<file path="src/design/blackjack_pkg.sv">
/*
 * Shared limits and types for the blackjack round controller.
 * Card values run from 1 to 10. An ace always counts as 1, so a hand
 * has no soft total. One player against one dealer per round.
 * Widths are sized for the worst reachable total, 21 + 10 = 31.
 */
package blackjack_pkg;

    // ----------------------------------------
    // game limits
    // ----------------------------------------
    localparam int CARD_BITS  = 4;   // one card value from 1 to 10
    localparam int TOTAL_BITS = 5;   // hand total up to 31
    localparam int COUNT_BITS = 4;   // cards held up to 9

    localparam int BUST_LIMIT   = 21;  // highest total still in play
    localparam int DEALER_STAND = 17;  // dealer stops drawing here
    localparam int MAX_CARDS    = 9;   // hand capacity

    // card source
    localparam int LFSR_BITS = 13;
    localparam logic [LFSR_BITS-1:0] LFSR_SEED = 13'h0b5d;  // any nonzero value

    // ----------------------------------------
    // scalar types
    // ----------------------------------------
    typedef logic [CARD_BITS-1:0]  card_value_t;
    typedef logic [TOTAL_BITS-1:0] hand_total_t;
    typedef logic [COUNT_BITS-1:0] card_count_t;

    // ----------------------------------------
    // bundles
    // ----------------------------------------

    // one dealt card that is valid for a single cycle
    typedef struct packed {
        logic        valid;
        logic        to_dealer;  // 0 sends the card to the player
        card_value_t value;
    } card_event_t;

    // summary of one hand as seen by the controller and the outside
    typedef struct packed {
        hand_total_t total;
        card_count_t count;
        logic        bust;       // total above BUST_LIMIT
    } hand_status_t;

    // round outcome held until the next round starts
    typedef enum logic [1:0] {
        RESULT_NONE       = 2'd0,
        RESULT_PLAYER_WIN = 2'd1,
        RESULT_DEALER_WIN = 2'd2,
        RESULT_DRAW       = 2'd3
    } round_result_t;

endpackage

</file>
<file path="src/design/blackjack_top.sv">
/*
 * Blackjack round, one player against the dealer.
 * start, hit and stand are single-cycle strobes, ignored outside the
 * state that expects them. Every dealt card is visible on card_event.
 */
`timescale 1ns/100ps

module blackjack_top (
    input  logic                        clk,
    input  logic                        rst,
    input  logic                        start,
    input  logic                        hit,
    input  logic                        stand,
    output blackjack_pkg::card_event_t   card_event,
    output blackjack_pkg::hand_status_t  player_status,
    output blackjack_pkg::hand_status_t  dealer_status,
    output logic                        player_turn,
    output blackjack_pkg::round_result_t result,
    output logic                        result_valid
);

    blackjack_pkg::card_value_t card_value;
    logic                       new_round;

    // ----------------------------------------
    // card stream
    // ----------------------------------------
    card_source card_source_inst (
        .clk        (clk),
        .rst        (rst),
        .card_value (card_value)
    );

    // ----------------------------------------
    // two hands built from the same block
    // ----------------------------------------
    hand_accumulator #(
        .DEALER_HAND (1'b0)
    ) player_hand (
        .clk        (clk),
        .rst        (rst),
        .new_round  (new_round),
        .card_event (card_event),
        .status     (player_status)
    );

    hand_accumulator #(
        .DEALER_HAND (1'b1)
    ) dealer_hand (
        .clk        (clk),
        .rst        (rst),
        .new_round  (new_round),
        .card_event (card_event),
        .status     (dealer_status)
    );

    // ----------------------------------------
    // round FSM
    // ----------------------------------------
    round_controller round_controller_inst (
        .clk           (clk),
        .rst           (rst),
        .start         (start),
        .hit           (hit),
        .stand         (stand),
        .card_value    (card_value),
        .player_status (player_status),
        .dealer_status (dealer_status),
        .new_round     (new_round),
        .card_event    (card_event),
        .player_turn   (player_turn),
        .result        (result),
        .result_valid  (result_valid)
    );

endmodule

</file>
<file path="src/design/card_source.sv">
/*
 * Free-running pseudo-random card source.
 * The LFSR steps on every clock, whether or not a card is taken, so the
 * sequence a round sees depends on when start arrives.
 * Nibbles 11..15 all read as 10, as face cards do, and 0 reads as 1,
 * which makes 10 and 1 more likely than the other values.
 */
`timescale 1ns/100ps

module card_source (
    input  logic                      clk,
    input  logic                      rst,
    output blackjack_pkg::card_value_t card_value
);

    // ----------------------------------------
    // 13-bit Fibonacci LFSR
    // ----------------------------------------
    logic [blackjack_pkg::LFSR_BITS-1:0] lfsr;
    logic                                feedback;

    // taps 13, 4, 3, 1 give the full 8191-state cycle
    assign feedback = lfsr[12] ^ lfsr[3] ^ lfsr[2] ^ lfsr[0];

    always_ff @(posedge clk) begin
        if (rst) begin
            lfsr <= blackjack_pkg::LFSR_SEED;
        end else begin
            lfsr <= {lfsr[11:0], feedback};
        end
    end

    // ----------------------------------------
    // nibble to card value
    // ----------------------------------------
    function automatic blackjack_pkg::card_value_t to_card(input logic [3:0] nib);
        if (nib == 4'd0) begin
            return blackjack_pkg::card_value_t'(1);
        end else if (nib > 4'd10) begin
            return blackjack_pkg::card_value_t'(10);  // jack, queen, king and spares
        end else begin
            return blackjack_pkg::card_value_t'(nib);
        end
    endfunction

    assign card_value = to_card(lfsr[3:0]);

    // the all-zero state would freeze the source on a single value
    lfsr_nonzero_a: assert property (@(posedge clk) disable iff (rst)
        lfsr != '0)
        else $error("card source LFSR reached the all-zero state");

endmodule

</file>
<file path="src/design/hand_accumulator.sv">
/*
 * Running total and card count for one hand.
 * DEALER_HAND picks which side of the card stream this instance takes.
 * The status lags a card event by one cycle. new_round wins over a card
 * in the same cycle, so the controller never deals during the clear.
 */
`timescale 1ns/100ps

module hand_accumulator #(
    parameter bit DEALER_HAND = 1'b0
) (
    input  logic                       clk,
    input  logic                       rst,
    input  logic                       new_round,
    input  blackjack_pkg::card_event_t  card_event,
    output blackjack_pkg::hand_status_t status
);

    blackjack_pkg::hand_total_t total_q;
    blackjack_pkg::card_count_t count_q;
    logic                       mine;  // card addressed to this hand
    logic                       bust;

    assign mine = card_event.valid && (card_event.to_dealer == DEALER_HAND);

    // ----------------------------------------
    // total and count
    // ----------------------------------------
    always_ff @(posedge clk) begin
        if (rst || new_round) begin
            total_q <= '0;
            count_q <= '0;
        end else if (mine) begin
            total_q <= total_q + blackjack_pkg::hand_total_t'(card_event.value);
            count_q <= count_q + 1'b1;
        end
    end

    assign bust = (total_q > blackjack_pkg::BUST_LIMIT);

    assign status = '{
        total: total_q,
        count: count_q,
        bust:  bust
    };

    // ----------------------------------------
    // checks against the controller
    // ----------------------------------------

    // controller stops dealing at capacity
    count_limit_a: assert property (@(posedge clk) disable iff (rst)
        count_q <= blackjack_pkg::MAX_CARDS)
        else $error("hand holds more than MAX_CARDS cards");

    // a bust hand ends its turn so nothing more should reach it
    no_card_when_bust_a: assert property (@(posedge clk) disable iff (rst)
        mine |-> !bust)
        else $error("card dealt to a hand that is already bust");

endmodule

</file>
<file path="src/design/round_controller.sv">
/*
 * Round FSM: clear, three-card deal, player turn, dealer rule, verdict.
 * start is taken only when idle or after a result; hit and stand only
 * during the player turn. A hit with a full hand is dropped.
 * Deal cards show up in their own deal state. A drawn card shows up one
 * cycle after its draw state, and the check state waits for it to land.
 * The result holds until the next accepted start.
 */
`timescale 1ns/100ps

module round_controller (
    input  logic                        clk,
    input  logic                        rst,
    input  logic                        start,
    input  logic                        hit,
    input  logic                        stand,
    input  blackjack_pkg::card_value_t   card_value,
    input  blackjack_pkg::hand_status_t  player_status,
    input  blackjack_pkg::hand_status_t  dealer_status,
    output logic                        new_round,
    output blackjack_pkg::card_event_t   card_event,
    output logic                        player_turn,
    output blackjack_pkg::round_result_t result,
    output logic                        result_valid
);

    typedef enum logic [3:0] {
        IDLE,
        CLEAR,
        DEAL_P1,
        DEAL_P2,
        DEAL_D,
        SETTLE,
        PLAYER_TURN,
        PLAYER_DRAW,
        PLAYER_CHECK,
        DEALER_CHECK,
        DEALER_DRAW,
        DONE
    } state_t;

    state_t                        state;
    state_t                        state_nxt;
    logic                          player_room;   // player may still take a card
    logic                          dealer_draws;  // dealer rule says draw
    logic                          draw_now;
    logic                          draw_to_dealer;
    blackjack_pkg::round_result_t  verdict;

    assign player_room  = player_status.count < blackjack_pkg::MAX_CARDS;
    assign dealer_draws = (dealer_status.total < blackjack_pkg::DEALER_STAND)
                       && (dealer_status.count < blackjack_pkg::MAX_CARDS);

    // ----------------------------------------
    // next state
    // ----------------------------------------
    always_comb begin
        state_nxt = state;
        case (state)
            IDLE, DONE: begin
                if (start) begin
                    state_nxt = CLEAR;
                end
            end
            CLEAR:   state_nxt = DEAL_P1;
            DEAL_P1: state_nxt = DEAL_P2;
            DEAL_P2: state_nxt = DEAL_D;
            DEAL_D:  state_nxt = SETTLE;
            SETTLE:  state_nxt = PLAYER_TURN;  // dealer card lands here
            PLAYER_TURN: begin
                if (hit && player_room) begin
                    state_nxt = PLAYER_DRAW;
                end else if (stand) begin
                    state_nxt = DEALER_CHECK;
                end
            end
            PLAYER_DRAW: state_nxt = PLAYER_CHECK;
            PLAYER_CHECK: begin
                if (!card_event.valid) begin  // status has absorbed the card
                    state_nxt = player_status.bust ? DONE : PLAYER_TURN;
                end
            end
            DEALER_CHECK: begin
                if (!card_event.valid) begin
                    state_nxt = dealer_draws ? DEALER_DRAW : DONE;
                end
            end
            DEALER_DRAW: state_nxt = DEALER_CHECK;
            default:     state_nxt = IDLE;
        endcase
    end

    // deal cards are registered on entry, drawn cards on leaving the draw state
    assign draw_now = (state_nxt inside {DEAL_P1, DEAL_P2, DEAL_D})
                   || (state inside {PLAYER_DRAW, DEALER_DRAW});
    assign draw_to_dealer = (state_nxt == DEAL_D) || (state == DEALER_DRAW);

    // ----------------------------------------
    // verdict, in rule order
    // ----------------------------------------
    always_comb begin
        if (player_status.bust) begin
            verdict = blackjack_pkg::RESULT_DEALER_WIN;
        end else if (dealer_status.bust) begin
            verdict = blackjack_pkg::RESULT_PLAYER_WIN;
        end else if (player_status.total > dealer_status.total) begin
            verdict = blackjack_pkg::RESULT_PLAYER_WIN;
        end else if (dealer_status.total > player_status.total) begin
            verdict = blackjack_pkg::RESULT_DEALER_WIN;
        end else begin
            verdict = blackjack_pkg::RESULT_DRAW;
        end
    end

    // ----------------------------------------
    // registers
    // ----------------------------------------
    always_ff @(posedge clk) begin
        if (rst) begin
            state            <= IDLE;
            card_event.valid <= 1'b0;
            result           <= blackjack_pkg::RESULT_NONE;
            result_valid     <= 1'b0;
        end else begin
            state            <= state_nxt;
            card_event.valid <= draw_now;
            if (state_nxt == CLEAR) begin
                result       <= blackjack_pkg::RESULT_NONE;
                result_valid <= 1'b0;
            end else if (state_nxt == DONE && state != DONE) begin
                result       <= verdict;  // statuses are settled in both check states
                result_valid <= 1'b1;
            end
        end
        card_event.to_dealer <= draw_to_dealer;
        card_event.value     <= card_value;
    end

    assign new_round   = (state == CLEAR);
    assign player_turn = (state == PLAYER_TURN);

    // ----------------------------------------
    // assertions
    // ----------------------------------------
    turn_result_excl_a: assert property (@(posedge clk) disable iff (rst)
        !(player_turn && result_valid))
        else $error("player turn open while a result is shown");

    // a drawn card must land while its check state is waiting for it
    card_in_draw_a: assert property (@(posedge clk) disable iff (rst)
        card_event.valid |-> state inside {DEAL_P1, DEAL_P2, DEAL_D,
                                           PLAYER_CHECK, DEALER_CHECK})
        else $error("card event outside a drawing state");

endmodule

</file>
<file path="config.mk">
export PLATFORM = sky130hd
export DESIGN_NAME = blackjack_top
export DESIGN_NICKNAME = d
export VERILOG_FILES = /design/src/design/blackjack_pkg.sv /design/src/design/blackjack_top.sv /design/src/design/card_source.sv /design/src/design/hand_accumulator.sv /design/src/design/round_controller.sv
export SDC_FILE = /design/constraint.sdc
export NUM_CORES = 1
export LEC_CHECK = 0
export BUFFER_PORTS_ARGS = -buffer_cell sky130_fd_sc_hd__buf_2
export CELL_PAD_IN_SITES_DETAIL_PLACEMENT = 1
export CELL_PAD_IN_SITES_GLOBAL_PLACEMENT = 2
export CORE_ASPECT_RATIO = 0.6
export CORE_MARGIN = 2
export CORE_UTILIZATION = 37
export DETAILED_ROUTE_END_ITERATION = 8
export PLACE_DENSITY_LB_ADDON = 0.1
export SYNTH_ARGS = -nofsm -noshare
export SYNTH_HDL_FRONTEND = slang
export SYNTH_SLANG_ARGS = --single-unit
</file>
<file path="constraint.sdc">
create_clock -name clk -period 4.15 [get_ports clk]
set_clock_uncertainty 0.05 [all_clocks]
set_input_delay 1.245 -clock clk [delete_from_list [all_inputs] [get_ports clk]]
set_output_delay 1.245 -clock clk [all_outputs]
set_load 0.05 [all_outputs]
</file>
==> flow_summary.toml <==
[outcome]
status = "complete, no violations"

[timing]
fin_ws_ns = 1.20
tightest_slew_ns = 1.01
slew_headroom_pct = 32.4
finalSetupViolations = 0
rsz0062_at_grt = "no"
finalHoldViolCount = 0
final_max_slew_viol_count = 0
fmax_ghz = 0.339
setup-tns-final_ns = 0
period_share_pct = 71.0
finalCriticalPeriod_ns = 2.95

[run]
maxCapViolations = 0

[detailed_routing]
num_vias = 1790
drc = 0
routedWlPerCell_um = 14.5
postRouteAntennaNets = 0
viasPerCell = 4.90
firstDrtPassIters = 4
drt_wl_total_mm = 5.31
first_iter_violations = 55

[synthesis]
ys_seq_area_share_pct = 38.9
synth_enable_flop_cells = 0
synth-seq-cells = 44
synth_cell_types = 51
synthArstFlopShare_pct = 0
synth_fp_nets = 276
yosys_warnings = 0
synthCells = 252
syn_avg_cell_area_um2 = 8.98
synth.cell_area_mm2 = 0.00226
ys.flop_type = "dfxtp_1"

[clocking]
cts_root_buf = "clkbuf_8"
postCtsSetupBuffers = 0
clock_sinks = 44
ctsResizeCount = 0
hold_buffers = 0
cts_tree = "yes"
clk_latency_ns = 0.31
cts_buffer_depth = 2
cts_buffers = 5
clkTransAtPathRegs_ns = 0.09
htree_levels = 2

[floorplan]
num_rows = 22
io_pins = 35
die_x_um = 105
core_mm2 = 0.00600
dieArea_mm2 = 0.00678
fp.dieH_um = 64.6
initial_core_util_pct = 37.7

[global_routing]
grt.total_usage_pct = 17.3
gr-total-overflow = 0
grt_pass1_wl_mm = 9.19
antenna_found_initial = 0
grt_max_degree = 21
grt_pass1_vias = 1726

[cells_and_area]
syn2layout_area_growth_pct = 14.8
nets = 304
drive_gt1_share_pct = 18.9
nFillCells = 741
antenna-diode-count = 0

[placement]
pre_cts_slack_ns = 1.38
place.detailed.hpwl_mm = 3.94
gp_congestion = 0.716
portBuffers = 34

[worst_setup_path]
required_ns = 2.85
start_kind = "flop"
arrival_ns = 1.65
critPathMaxFanout = 5
crit_path_end_kind = "primary output"
crit_type = "reg -> out"

[pwr]
powerDensity_mw_per_mm2 = 413
power.leakage_nw = 1.11
ir_worst_vdd_uv = 204

[hold_path]
min_path_type = "reg -> reg"
[per-layer routing]
layer  up-vias  GRT usage, %  wire, µm
met3         7          4.12       198
li1        912             -         -
met1       838          26.3      3030
met4         0          6.00        67
met2        33          23.3      2010
met5         -             0         0
[final cells by class]
class                           count  area (µm²)  share of cell area, %
Sequential cell                    44         881                   33.9
Timing Repair Buffer               34         170                   6.55
Multi-Input combinational cell    178        1260                   48.6
Inverter                           17        63.8                   2.46
Clock buffer                        5        68.8                   2.65
Tap cell                           84         105                   4.05
Clock inverter                      3        46.3                   1.78
[worst max-delay path, cell delays in order, from the launching register on]
cell	delay [ns]
dfxtp_1	0.42
a21oi_1	0.15
nor2_1	0.42
buf_2	0.36
[layout by cell type (no fill, tap or decap), types with 6 or more instances in the layout]
| master | Yosys | routed |
|---|---|---|
| nand2_1 | 14 | 14 |
| a21oi_1 | 16 | 16 |
| nand2b_1 | 6 | 6 |
| nor2_1 | 27 | 27 |
| xor2_1 | 8 | 8 |
| xnor2_1 | 7 | 7 |
| inv_1 | 14 | 14 |
| dfxtp_1 | 44 | 44 |
| ha_1 | 17 | 17 |
| nor2b_1 | 16 | 16 |
| buf_2 | 0 | 34 |
[synthesized netlist by cell type, types with 4 or more instances]
master | number | share of area (%)
dfxtp_1 | 44 | 39
nor2_1 | 27 | 4.5
ha_1 | 17 | 9.4
a21oi_1 | 16 | 3.5
nor2b_1 | 16 | 4.4
inv_1 | 14 | 2.3
nand2_1 | 14 | 2.3
clkbuf_1 | 9 | 1.5
xor2_1 | 8 | 3.1
xnor2_1 | 7 | 2.7
nand2b_1 | 6 | 1.7
o21a_1 | 5 | 1.7
or2_1 | 5 | 1.4
a211oi_1 | 4 | 1.3
a21o_1 | 4 | 1.3
[worst paths after layout]
kind,from,to,slack [ns],depth (start not counted)
worst min-delay path,card_source_inst.lfsr[5],card_source_inst.lfsr[6],0.37,1
worst max-delay path,player_hand.total_q[1],player_status[0],1.20,3
worst max register to register,dealer_hand.total_q[1],round_controller_inst.result[0],1.89,6
worst min register to register,card_source_inst.lfsr[5],card_source_inst.lfsr[6],0.37,1
[registers in the layout (all words and copies together), names as in the netlist]
name and flops:
card_source_inst.lfsr 13, dealer_hand.count_q 4, dealer_hand.total_q 5, player_hand.count_q 4, player_hand.total_q 5, round_controller_inst.card_event 6, round_controller_inst.result 2, round_controller_inst.result_valid 1
round_controller_inst.state 4
[metrics by stage]
step | area [µm²] | utilization [%] | hold WS, ns | std cells | total power [mW]
after detailed placement | 2480 | 41.3 | 0.349 | 357 | 0.742
after global placement | 2480 | 41.3 | 0.341 | 357 | 0.740
final | 2600 | 43.3 | 0.366 | 365 | 1.07
after CTS | 2600 | 43.3 | 0.372 | 365 | 1.09
after global routing | 2600 | 43.3 | 0.382 | 365 | 1.14
after floorplan | 2260 | - | 0.333 | 252 | 0.682
[cell families (layout without fill, tap and decap cells)]
group,Yosys count,after routing,share of synthesized area (%)
xor+xnor,15,15,5.81
buf+inv,30,59,5.31
fa+ha+maj,19,19,11.2
flops,44,44,38.9
simple gates,93,93,22.3
mux,2,2,0.885
compound gates,49,49,15.6
[report_power, final]
group | internal [mW] | leakage [nW] | switching [mW]
clock network | 0.181 | 0.0548 | 0.158
logic | 0.0878 | 0.696 | 0.144
registers | 0.454 | 0.360 | 0.0463
total | 0.723 | 1.11 | 0.349
(Power assumes the default switching activity.)
